==> config.mk <==
export PLATFORM = sky130hd
export DESIGN_NAME = csr_unit
export DESIGN_NICKNAME = d
export VERILOG_FILES = /design/src/csr_pkg.sv /design/src/csr_decode.sv /design/src/csr_file.sv /design/src/csr_writeback.sv /design/src/csr_unit.sv
export VERILOG_INCLUDE_DIRS = /design/src
export SDC_FILE = /design/constraint.sdc
export NUM_CORES = 1
export LEC_CHECK = 0
export ABC_CLOCK_PERIOD_IN_PS = 7200
export BUFFER_PORTS_ARGS = -buffer_cell sky130_fd_sc_hd__buf_2
export CAP_MARGIN = 25
export CORE_AREA = 2 2 228 230
export DETAILED_ROUTE_END_ITERATION = 10
export DIE_AREA = 0 0 230 232
export GPL_ROUTABILITY_DRIVEN = 0
export HOLD_SLACK_MARGIN = 0.1
export PLACE_DENSITY_LB_ADDON = 0.15
export SYNTH_ARGS = -nofsm -noshare
export SYNTH_HDL_FRONTEND = slang
export SYNTH_HIERARCHICAL = 1
export SYNTH_SLANG_ARGS = --single-unit
==> constraint.sdc <==
create_clock -name clk -period 7.2 [get_ports clk]
set_input_delay 0.36 -clock clk [delete_from_list [all_inputs] [get_ports clk]]
set_output_delay 0.36 -clock clk [all_outputs]
set_load 0.02 [all_outputs]
==> src/csr_cfg.svh <==
`ifndef CSR_CFG_SVH
`define CSR_CFG_SVH

// data path and pc width
`define XLEN 64

// machine trap setup
`define CSR_MSTATUS  12'h300
`define CSR_MTVEC    12'h305

// machine trap handling
`define CSR_MSCRATCH 12'h340
`define CSR_MEPC     12'h341
`define CSR_MCAUSE   12'h342

// machine counter, writable from M mode
`define CSR_MCYCLE   12'hb00

`endif

==> src/csr_pkg.sv <==
`default_nettype none

package csr_pkg;

	// what the decode stage made of one instruction
	typedef enum logic [2:0] {
		KIND_CSR     = 3'd0, // any of the six csr forms
		KIND_ECALL   = 3'd1,
		KIND_EBREAK  = 3'd2,
		KIND_MRET    = 3'd3,
		KIND_ILLEGAL = 3'd4
	} instr_kind_t;

	// encoded like funct3[1:0] so decode can cast straight across
	typedef enum logic [1:0] {
		OP_RW = 2'b01,
		OP_RS = 2'b10,
		OP_RC = 2'b11
	} csr_op_t;

	// exception code field of mcause, interrupt flag lives in bit 63
	typedef logic [3:0] trap_cause_t;

	localparam trap_cause_t CAUSE_ILLEGAL    = 4'd2;
	localparam trap_cause_t CAUSE_BREAKPOINT = 4'd3;
	localparam trap_cause_t CAUSE_ECALL_M    = 4'd11;
	localparam trap_cause_t CAUSE_MEXT_IRQ   = 4'd11; // with interrupt flag set

endpackage

`default_nettype wire

==> src/csr_decode.sv <==
`default_nettype none
`include "csr_cfg.svh"

module csr_decode (
	input  wire                  clk,
	input  wire                  reset,
	input  wire                  instr_valid,
	input  wire [31:0]           instr,
	input  wire [`XLEN-1:0]      pc,
	input  wire [`XLEN-1:0]      rs1_data,
	input  wire                  ext_irq,
	output logic                 dec_valid,
	output csr_pkg::instr_kind_t dec_kind,
	output csr_pkg::csr_op_t     dec_op,
	output logic [11:0]          dec_addr,
	output logic [`XLEN-1:0]     dec_wdata,
	output logic                 dec_wen,
	output logic [4:0]           dec_rd,
	output logic [`XLEN-1:0]     dec_pc,
	output logic                 dec_irq
);
	localparam logic [6:0] OPC_SYSTEM = 7'b1110011;

	logic [6:0]           opcode;
	logic [4:0]           rd_f;
	logic [2:0]           funct3;
	logic [4:0]           rs1_f; // register index, or uimm for the i forms
	logic [11:0]          funct12; // csr address for csr forms
	csr_pkg::instr_kind_t kind_c;
	csr_pkg::csr_op_t     op_c;
	logic [`XLEN-1:0]     wdata_c;
	logic                 wen_c;

	assign opcode  = instr[6:0];
	assign rd_f    = instr[11:7];
	assign funct3  = instr[14:12];
	assign rs1_f   = instr[19:15];
	assign funct12 = instr[31:20];

	always_comb begin
		kind_c = csr_pkg::KIND_ILLEGAL;
		op_c   = csr_pkg::OP_RW;
		if (opcode == OPC_SYSTEM) begin
			if (funct3 == 3'b000) begin
				// priv group, needs rs1 and rd both zero
				if (rs1_f == 5'd0 && rd_f == 5'd0) begin
					case (funct12)
						12'h000: kind_c = csr_pkg::KIND_ECALL;
						12'h001: kind_c = csr_pkg::KIND_EBREAK;
						12'h302: kind_c = csr_pkg::KIND_MRET;
						default: kind_c = csr_pkg::KIND_ILLEGAL; // wfi, sret etc
					endcase
				end
			end else if (funct3 != 3'b100) begin
				kind_c = csr_pkg::KIND_CSR;
				op_c   = csr_pkg::csr_op_t'(funct3[1:0]);
			end
		end
	end

	// immediate forms use the zero extended rs1 field
	assign wdata_c = funct3[2] ? {{(`XLEN-5){1'b0}}, rs1_f} : rs1_data;

	// set/clear with x0 or uimm 0 only reads
	assign wen_c = (kind_c == csr_pkg::KIND_CSR) &&
		(op_c == csr_pkg::OP_RW || rs1_f != 5'd0);

	always_ff @(posedge clk) begin
		if (reset) begin
			dec_valid <= 1'b0;
		end else begin
			dec_valid <= instr_valid;
		end
	end

	always_ff @(posedge clk) begin
		if (instr_valid) begin
			dec_kind  <= kind_c;
			dec_op    <= op_c;
			dec_addr  <= funct12;
			dec_wdata <= wdata_c;
			dec_wen   <= wen_c;
			dec_rd    <= rd_f;
			dec_pc    <= pc;
			dec_irq   <= ext_irq; // irq level seen with this instr
		end
	end

endmodule

`default_nettype wire

==> src/csr_file.sv <==
`default_nettype none
`include "csr_cfg.svh"

module csr_file (
	input  wire                       clk,
	input  wire                       reset,
	input  wire                       dec_valid,
	input  wire csr_pkg::instr_kind_t dec_kind,
	input  wire csr_pkg::csr_op_t     dec_op,
	input  wire [11:0]                dec_addr,
	input  wire [`XLEN-1:0]           dec_wdata,
	input  wire                       dec_wen,
	input  wire [4:0]                 dec_rd,
	input  wire [`XLEN-1:0]           dec_pc,
	input  wire                       dec_irq,
	output logic                      ex_valid,
	output logic                      ex_rd_we,
	output logic [4:0]                ex_rd,
	output logic [`XLEN-1:0]          ex_rdata,
	output logic                      ex_redirect,
	output logic [`XLEN-1:0]          ex_target
);
	logic                 mie;
	logic                 mpie;
	logic [`XLEN-1:0]     mstatus; // assembled view, mpp fixed to M
	logic [`XLEN-1:0]     mtvec;
	logic [`XLEN-1:0]     mepc;
	logic [`XLEN-1:0]     mcause;
	logic [`XLEN-1:0]     mscratch;
	logic [`XLEN-1:0]     mcycle;
	logic                 addr_ok;
	logic [`XLEN-1:0]     old_val;
	logic [`XLEN-1:0]     new_val;
	logic                 is_csr;
	logic                 take_irq;
	logic                 take_exc;
	logic                 trap;
	logic                 do_mret;
	logic                 csr_wr;
	csr_pkg::trap_cause_t cause;
	logic [`XLEN-1:0]     tvec_base;

	assign mstatus = {{(`XLEN-13){1'b0}}, 2'b11, 3'b000, mpie, 3'b000, mie, 3'b000};

	// read mux, also flags unknown addresses
	always_comb begin
		addr_ok = 1'b1;
		case (dec_addr)
			`CSR_MSTATUS:  old_val = mstatus;
			`CSR_MTVEC:    old_val = mtvec;
			`CSR_MEPC:     old_val = mepc;
			`CSR_MCAUSE:   old_val = mcause;
			`CSR_MSCRATCH: old_val = mscratch;
			`CSR_MCYCLE:   old_val = mcycle; // value before this edge's increment
			default: begin
				old_val = '0;
				addr_ok = 1'b0;
			end
		endcase
	end

	always_comb begin
		case (dec_op)
			csr_pkg::OP_RS: new_val = old_val | dec_wdata;
			csr_pkg::OP_RC: new_val = old_val & ~dec_wdata;
			default:        new_val = dec_wdata;
		endcase
	end

	// irq beats the instruction's own exception, which beats the write
	assign is_csr   = dec_valid && dec_kind == csr_pkg::KIND_CSR;
	assign take_irq = dec_valid && dec_irq && mie;
	assign take_exc = dec_valid && !take_irq && dec_kind != csr_pkg::KIND_MRET &&
		!(dec_kind == csr_pkg::KIND_CSR && addr_ok);
	assign trap     = take_irq || take_exc;
	assign do_mret  = dec_valid && !take_irq && dec_kind == csr_pkg::KIND_MRET;
	assign csr_wr   = is_csr && !trap && dec_wen;

	always_comb begin
		if (take_irq) begin
			cause = csr_pkg::CAUSE_MEXT_IRQ;
		end else begin
			case (dec_kind)
				csr_pkg::KIND_ECALL:  cause = csr_pkg::CAUSE_ECALL_M;
				csr_pkg::KIND_EBREAK: cause = csr_pkg::CAUSE_BREAKPOINT;
				default:              cause = csr_pkg::CAUSE_ILLEGAL; // incl bad csr addr
			endcase
		end
	end

	assign tvec_base = {mtvec[`XLEN-1:2], 2'b00};

	always_comb begin
		if (do_mret) begin
			ex_target = mepc;
		end else if (take_irq && mtvec[1:0] == 2'b01) begin
			ex_target = tvec_base + {{(`XLEN-6){1'b0}}, cause, 2'b00}; // vectored
		end else begin
			ex_target = tvec_base;
		end
	end

	assign ex_valid    = dec_valid;
	assign ex_rd_we    = is_csr && !trap && dec_rd != 5'd0;
	assign ex_rd       = dec_rd;
	assign ex_rdata    = old_val;
	assign ex_redirect = trap || do_mret;

	always_ff @(posedge clk) begin
		if (reset) begin
			mie  <= 1'b0;
			mpie <= 1'b0;
		end else if (trap) begin
			mpie <= mie;
			mie  <= 1'b0;
		end else if (do_mret) begin
			mie  <= mpie;
			mpie <= 1'b1;
		end else if (csr_wr && dec_addr == `CSR_MSTATUS) begin
			mie  <= new_val[3]; // everything else in mstatus is read-only here
			mpie <= new_val[7];
		end
	end

	always_ff @(posedge clk) begin
		if (reset) begin
			mtvec <= '0;
		end else if (csr_wr && dec_addr == `CSR_MTVEC) begin
			mtvec <= {new_val[`XLEN-1:2], new_val[1] ? 2'b00 : new_val[1:0]}; // modes 2,3 -> direct
		end
	end

	always_ff @(posedge clk) begin
		if (reset) begin
			mepc <= '0;
		end else if (trap) begin
			mepc <= {dec_pc[`XLEN-1:2], 2'b00};
		end else if (csr_wr && dec_addr == `CSR_MEPC) begin
			mepc <= {new_val[`XLEN-1:2], 2'b00};
		end
	end

	always_ff @(posedge clk) begin
		if (reset) begin
			mcause <= '0;
		end else if (trap) begin
			mcause <= {take_irq, {(`XLEN-5){1'b0}}, cause};
		end else if (csr_wr && dec_addr == `CSR_MCAUSE) begin
			mcause <= new_val;
		end
	end

	always_ff @(posedge clk) begin
		if (reset) begin
			mscratch <= '0;
		end else if (csr_wr && dec_addr == `CSR_MSCRATCH) begin
			mscratch <= new_val;
		end
	end

	// free running, a write replaces the increment for that cycle
	always_ff @(posedge clk) begin
		if (reset) begin
			mcycle <= '0;
		end else if (csr_wr && dec_addr == `CSR_MCYCLE) begin
			mcycle <= new_val;
		end else begin
			mcycle <= mcycle + 1'b1;
		end
	end

endmodule

`default_nettype wire

==> src/csr_writeback.sv <==
`default_nettype none
`include "csr_cfg.svh"

module csr_writeback (
	input  wire               clk,
	input  wire               reset,
	input  wire               ex_valid,
	input  wire               ex_rd_we,
	input  wire [4:0]         ex_rd,
	input  wire [`XLEN-1:0]   ex_rdata,
	input  wire               ex_redirect,
	input  wire [`XLEN-1:0]   ex_target,
	output logic              rd_valid,
	output logic [4:0]        rd_addr,
	output logic [`XLEN-1:0]  rd_data,
	output logic              redirect_valid,
	output logic [`XLEN-1:0]  redirect_pc
);
	logic rd_load;
	logic redir_load;

	assign rd_load    = ex_valid && ex_rd_we;
	assign redir_load = ex_valid && ex_redirect; // never together with rd_load

	always_ff @(posedge clk) begin
		if (reset) begin
			rd_valid       <= 1'b0;
			redirect_valid <= 1'b0;
		end else begin
			rd_valid       <= rd_load;
			redirect_valid <= redir_load;
		end
	end

	// data fields only move with a new result
	always_ff @(posedge clk) begin
		if (rd_load) begin
			rd_addr <= ex_rd;
			rd_data <= ex_rdata;
		end
	end

	always_ff @(posedge clk) begin
		if (redir_load) begin
			redirect_pc <= ex_target;
		end
	end

endmodule

`default_nettype wire

==> src/csr_unit.sv <==
`default_nettype none
`include "csr_cfg.svh"

module csr_unit (
	input  wire               clk,
	input  wire               reset,
	input  wire               instr_valid,
	input  wire [31:0]        instr,
	input  wire [`XLEN-1:0]   pc,
	input  wire [`XLEN-1:0]   rs1_data,
	input  wire               ext_irq,
	output wire               rd_valid,
	output wire [4:0]         rd_addr,
	output wire [`XLEN-1:0]   rd_data,
	output wire               redirect_valid,
	output wire [`XLEN-1:0]   redirect_pc
);
	// decode -> csr file, registered
	wire                       dec_valid;
	wire csr_pkg::instr_kind_t dec_kind;
	wire csr_pkg::csr_op_t     dec_op;
	wire [11:0]                dec_addr;
	wire [`XLEN-1:0]           dec_wdata;
	wire                       dec_wen;
	wire [4:0]                 dec_rd;
	wire [`XLEN-1:0]           dec_pc;
	wire                       dec_irq;

	// csr file -> writeback, same cycle
	wire                       ex_valid;
	wire                       ex_rd_we;
	wire [4:0]                 ex_rd;
	wire [`XLEN-1:0]           ex_rdata;
	wire                       ex_redirect;
	wire [`XLEN-1:0]           ex_target;

	csr_decode u_decode (
		.clk         (clk),
		.reset       (reset),
		.instr_valid (instr_valid),
		.instr       (instr),
		.pc          (pc),
		.rs1_data    (rs1_data),
		.ext_irq     (ext_irq),
		.dec_valid   (dec_valid),
		.dec_kind    (dec_kind),
		.dec_op      (dec_op),
		.dec_addr    (dec_addr),
		.dec_wdata   (dec_wdata),
		.dec_wen     (dec_wen),
		.dec_rd      (dec_rd),
		.dec_pc      (dec_pc),
		.dec_irq     (dec_irq)
	);

	csr_file u_file (
		.clk         (clk),
		.reset       (reset),
		.dec_valid   (dec_valid),
		.dec_kind    (dec_kind),
		.dec_op      (dec_op),
		.dec_addr    (dec_addr),
		.dec_wdata   (dec_wdata),
		.dec_wen     (dec_wen),
		.dec_rd      (dec_rd),
		.dec_pc      (dec_pc),
		.dec_irq     (dec_irq),
		.ex_valid    (ex_valid),
		.ex_rd_we    (ex_rd_we),
		.ex_rd       (ex_rd),
		.ex_rdata    (ex_rdata),
		.ex_redirect (ex_redirect),
		.ex_target   (ex_target)
	);

	csr_writeback u_writeback (
		.clk            (clk),
		.reset          (reset),
		.ex_valid       (ex_valid),
		.ex_rd_we       (ex_rd_we),
		.ex_rd          (ex_rd),
		.ex_rdata       (ex_rdata),
		.ex_redirect    (ex_redirect),
		.ex_target      (ex_target),
		.rd_valid       (rd_valid),
		.rd_addr        (rd_addr),
		.rd_data        (rd_data),
		.redirect_valid (redirect_valid),
		.redirect_pc    (redirect_pc)
	);

endmodule

`default_nettype wire

=== After elaboration in Yosys (flattened, before gate mapping) ===
Cells that the tools add are included.

* Equal/unequal tests: 18
* $add $sub $neg: 2
* Reductions and logical operators: 43
* Mux-type cells: 27
* Bitwise gates (word level): 4

{| class="wikitable"
|+ Operators with widths
! operator !! count
|-
| 64-bit 2-to-1 mux || 7
|-
| 64-bit one-hot mux with 6 select lines || 1
|-
| 64-bit one-hot mux with 2 select lines || 1
|-
| 12-bit by 10-bit == test with 1-bit output (second input constant) || 6
|-
| 64-bit by 1-bit adder with 64-bit output (second input constant) || 1
|-
| 64-bit by 6-bit adder with 64-bit output || 1
|-
| 64-bit bitwise AND || 1
|-
| 64-bit NOT || 1
|-
| 64-bit OR || 1
|-
| 1-bit logical AND || 22
|-
| 12-bit by 1-bit == test with 1-bit output (second input constant) || 1
|-
| 12-bit == test (second input constant) || 1
|-
| 12-bit logical NOT || 1
|-
| 3-bit 2-to-1 mux || 4
|-
| 5-bit logical NOT || 2
|-
| 5-bit nonzero test || 2
|-
| 3-bit logical NOT || 3
|-
| 3-bit one-hot mux with 3 select lines || 1
|-
| 4-bit one-hot mux with 2 select lines || 1
|-
| 7-bit == test (second input constant) || 1
|-
| 1-bit 2-to-1 mux || 7
|-
| 3-bit by 2-bit == test with 1-bit output (second input constant) || 2
|-
| 2-bit 2-to-1 mux || 3
|-
| 2-bit nonzero test || 3
|-
| other kinds (13) || 20
|}

* Word-level logic and storage cells: 118
* Register bits: 608
* Output and inout port bits: 135

=== Longest topological paths before layout ===
* Word-level depth: 14
* Gate-level depth with buffers: 13

=== Cells and area by module ===
Netlist, hierarchy kept.

{| class="wikitable"
|+ By module, submodules not included
! module !! sequential area each (sq um) !! cells an instance !! area an instance (sq um) !! times used
|-
| csr_file || 6,386.1 || 2,317 || 18,487.7 || 1
|-
| csr_decode || 4,584.4 || 249 || 5,218.8 || 1
|-
| csr_writeback || 4,033.9 || 139 || 4,066.4 || 1
|}

=== Least setup slack after synthesis ===
OpenSTA, ideal clock, no wires.

* Kind: flip-flop to flip-flop
* Start: register u_decode.dec_addr[1]
* End: register u_writeback.rd_addr[0] (enable)
* Period minus slack after synthesis: 3.049 ns
* Path slack: 4.151 ns
* Cell stages (with the launch flop): 9
* Arrival time: 2.652 ns
* Required time: 6.803 ns
* Path through: edfxtp_1 -> buf_2 -> nor4_4 -> buf_2 -> o21ai_0 -> o21ai_0 -> a21oi_1 -> nor3_1 -> and2_2

* Word-level cells in the longest chain between the ends: 11
* Elaborated cells on any way between the ends: 16
* Classes of those cells: 6 x eq/ne; 1 x mux; 9 x reduce/logical

{| class="wikitable"
|+ RTL lines
! what !! line !! text
|-
| start: declaration || csr_decode.sv:15 || <nowiki>output logic [11:0] dec_addr,</nowiki>
|-
| start signal: assignment || csr_decode.sv:80 || <nowiki>dec_addr <= funct12;</nowiki>
|-
| 12-bit == test / 12-bit by 10-bit == test with 1-bit output (equally long branches) || csr_file.sv:48 || <nowiki>case (dec_addr)</nowiki>
|-
| 6-bit OR reduction (no line) * || - ||
|-
| 1-bit 2-to-1 mux * || csr_file.sv:48 ||
|-
| 1-bit logical AND * || csr_file.sv:74 || <nowiki>!(dec_kind == csr_pkg::KIND_CSR && addr_ok);</nowiki>
|-
| 1-bit logical NOT * || csr_file.sv:74 ||
|-
| 1-bit logical AND * || csr_file.sv:73 || <nowiki>assign take_exc = dec_valid && !take_irq && dec_kind != csr_pkg::KIND_MRET &&</nowiki>
|-
| 1-bit logical OR * || csr_file.sv:75 || <nowiki>assign trap = take_irq || take_exc;</nowiki>
|-
| 1-bit logical NOT * || csr_file.sv:104 || <nowiki>assign ex_rd_we = is_csr && !trap && dec_rd != 5'd0;</nowiki>
|-
| 1-bit logical AND * (2 in a row) || csr_file.sv:104 ||
|-
| named net ex_rd_we || csr_unit.sv:31 || <nowiki>wire ex_rd_we;</nowiki>
|-
| 1-bit logical AND * || csr_writeback.sv:22 || <nowiki>assign rd_load = ex_valid && ex_rd_we;</nowiki>
|-
| named net u_writeback.rd_load || csr_writeback.sv:19 || <nowiki>logic rd_load;</nowiki>
|-
| end signal: assignment || csr_writeback.sv:38 || <nowiki>rd_addr <= ex_rd;</nowiki>
|-
| end: declaration || csr_writeback.sv:14 || <nowiki>output logic [4:0] rd_addr,</nowiki>
|}

The timed path passes the listed nets; every way through them passes the cells marked *.
A chain may end at the register's enable or synchronous reset.

=== Final worst setup path ===
* Start: register u_decode.dec_addr[6]
* End: register u_file.mepc[19]

* Word-level cells in the longest chain between the ends: 12
* Elaborated cells on any way between the ends: 23
* Classes of those cells: 6 x eq/ne; 5 x mux; 2 x bitwise; 10 x reduce/logical

{| class="wikitable"
|+ RTL lines
! what !! line !! text
|-
| 12-bit == test / 12-bit by 10-bit == test with 1-bit output (equally long branches) || csr_file.sv:48 ||
|-
| 6-bit OR reduction (no line) || - ||
|-
| 1-bit 2-to-1 mux || csr_file.sv:48 ||
|-
| 1-bit logical AND || csr_file.sv:74 ||
|-
| 1-bit logical NOT || csr_file.sv:74 ||
|-
| 1-bit logical AND || csr_file.sv:73 ||
|-
| 1-bit logical OR || csr_file.sv:75 ||
|-
| 1-bit logical NOT || csr_file.sv:77 || <nowiki>assign csr_wr = is_csr && !trap && dec_wen;</nowiki>
|-
| 1-bit logical AND (2 in a row) || csr_file.sv:77 ||
|-
| 1-bit logical AND (no line) || - ||
|-
| 2-bit nonzero test (no line) || - ||
|-
| end signal: assignment || csr_file.sv:137 || <nowiki>mepc <= {dec_pc[`XLEN-1:2], 2'b00};</nowiki>
|-
| end signal: assignment || csr_file.sv:139 || <nowiki>mepc <= {new_val[`XLEN-1:2], 2'b00};</nowiki>
|-
| end: declaration || csr_file.sv:27 || <nowiki>logic [`XLEN-1:0] mepc;</nowiki>
|}

Several ways; a longest one is shown, not always the timed one. The select of a mux whose other input is x is not followed.

==> results_dict.tcl <==
set metrics [dict create \
    ff2ff_path_depth 9 \
    syn_area_sq_um 27700 \
    syn_to_final_growth_pct 19.6 \
    drive_gt1_frac 0.185 \
    tightest_slew_ns 1.13 \
    synthCells 2703 \
    fin_hold_ws_ns 0.127 \
    grt_overflow_total 0 \
    core-area_sq_um 50900 \
    numCtsBuffers 68 \
    hold_viol 0 \
    vias_per_cell 6.33 \
    port_buffers 296 \
    arrival_ns 5.17 \
    rsz0062_at_grt "false" \
    dpl.hpwl_mm 54.5 \
    vias 23900 \
    drt_iter0_drc 2791 \
    start_util 0.545 \
    finalWirelength_mm 87.3 \
    io_pins 299 \
    root_buffer "clkbuf_16" \
    fp.dieW_um 230 \
    htree_levels 3 \
    p_total_mw 7.84 \
    cts.clk_slew.worst_paths_ns 0.06 \
    grt_max_degree 92 \
    post_cts_buffers 0 \
    wl_per_cell_um 23.1 \
    antenna_found_initial 1 \
    status "finished, final reports clean" \
    slew_viol_final 0 \
    required_ns 7.71 \
    grt_pass1_wl_mm 133 \
    cp_max_fo 36 \
    period_share 0.648 \
    die_area_sq_um 53400 \
    cts.sink_count 605 \
    finalSetupViolCount 0 \
    rows 83 \
    end_kind "flop" \
    grt_pass1_vias 23300 \
    die_h_um 232 \
    slew_headroom 0.240 \
    hold_depth 2 \
    nNetsFinal 3214 \
    power_density_nw_per_um2 237 \
    min_period_ns 4.66 \
    hp-class "in2reg" \
    firstDrtPassIters 6 \
    cp-start-kind "flop" \
    fmax_mhz 214 \
    track_usage 0.320 \
    clock_path_buffers 3 \
    worst_clock_skew_ns 0.0194 \
    clock_latency_ns 0.61 \
    fin_setup_tns_ns 0 \
    synth.avg_cell_area_sq_um 10.3 \
    nFillCells 4016 \
    path_class "reg2reg" \
    ff2ff_setup_slack_ns 2.54 \
    cts_tree "built" \
    ant_nets 0 \
    remaining_drc_errors 0 \
    final_cells 3777 \
    p_leak_nw 11.5 \
    ir_drop_v 0.000163 \
    placed_cells 3508 \
    yosys_warnings 6 \
    max-cap-violations 0 \
]
==> where the power goes <==
part	leakage (nW)	internal (mW)	switching, mW
Clock	1.09	2.12	1.39
Sequential	5.13	3.72	0.0915
Combinational	5.29	0.197	0.326
==> layer usage <==
layer / track usage / up-vias / share of wire
met4: 0.126 / 2 / 0.035
met2: 0.511 / 1404 / 0.46
met1: 0.434 / 11500 / 0.41
li1: - / 10800 / -
met5: 0 / - / 0.00015
met3: 0.0599 / 227 / 0.098
==> what timing repair did <==
action                    CTS  global route
resized for setup           0             0
hold buffers              144             0
hold endpoints to repair  141             0
==> critical path: stages (launching register included) <==
cell and delay (ns):
edfxtp_1 0.32, buf_4 0.33, or4b_4 0.60, nor3_4 0.74
buf_4 0.62, nand3_2 0.38, nand2_2 0.61, buf_4 0.48
o221ai_1 0.20, a21oi_1 0.21
==> cells in the final DEF (no fill, tap or decap), drive strengths merged, types with 30 or more instances in the layout <==
cell	n
a211oi	69
a21oi	158
a22oi	85
buf	336
clkbuf	100
dfxtp	322
dlygate4sd3	144
edfxtp	283
mux2	67
nand2	301
nand2b	32
nand3	85
nand4	55
nor2	87
nor2b	65
nor3	116
nor4	30
o21ai	290
o221ai	45
xnor2	70
xor2	42
==> flip-flops by register name (all words and copies together) (netlist names), 12 cells and up <==
| register | count |
|---|---|
| u_decode/dec_addr | 12 |
| u_decode/dec_pc | 62 |
| u_decode/dec_wdata | 64 |
| u_file/mcause | 64 |
| u_file/mcycle | 64 |
| u_file/mepc | 62 |
| u_file/mscratch | 64 |
| u_file/mtvec | 63 |
| u_writeback/rd_data | 64 |
| u_writeback/redirect_pc | 64 |
==> cell type report <==
type | instances | area (sq um) | area share
tap | 680 | 851 | 0.0257
timing repair buffer | 480 | 3290 | 0.0993
clock inverter | 20 | 221 | 0.00668
sequential | 605 | 14900 | 0.451
antenna | 1 | 2.50 | 0.0000755
multi-input combinational | 1861 | 11700 | 0.353
clock buffer | 100 | 2020 | 0.0609
inverter | 30 | 114 | 0.00343
==> path summary, 6_finish.rpt <==
kind                                               end                  from
worst min-delay path            u_decode/dec_wdata[21]          rs1_data[21]
worst min register to register  u_writeback/rd_addr[2]    u_decode/dec_rd[2]
worst max register to register         u_file/mepc[19]  u_decode/dec_addr[6]
worst max-delay path                   u_file/mepc[19]  u_decode/dec_addr[6]
==> per-stage QoR <==
stage	utilization	setup slack, ns	cell area (sq um)
2_1_floorplan	-	4.15	27700
3_3_place_gp	0.577	2.86	29400
3_5_place_dp	0.578	2.76	29400
4_1_cts	0.650	2.73	33100
5_1_grt	0.652	2.49	33200
6_report	0.652	2.54	33200
Power figures use the tool's default switching activity.
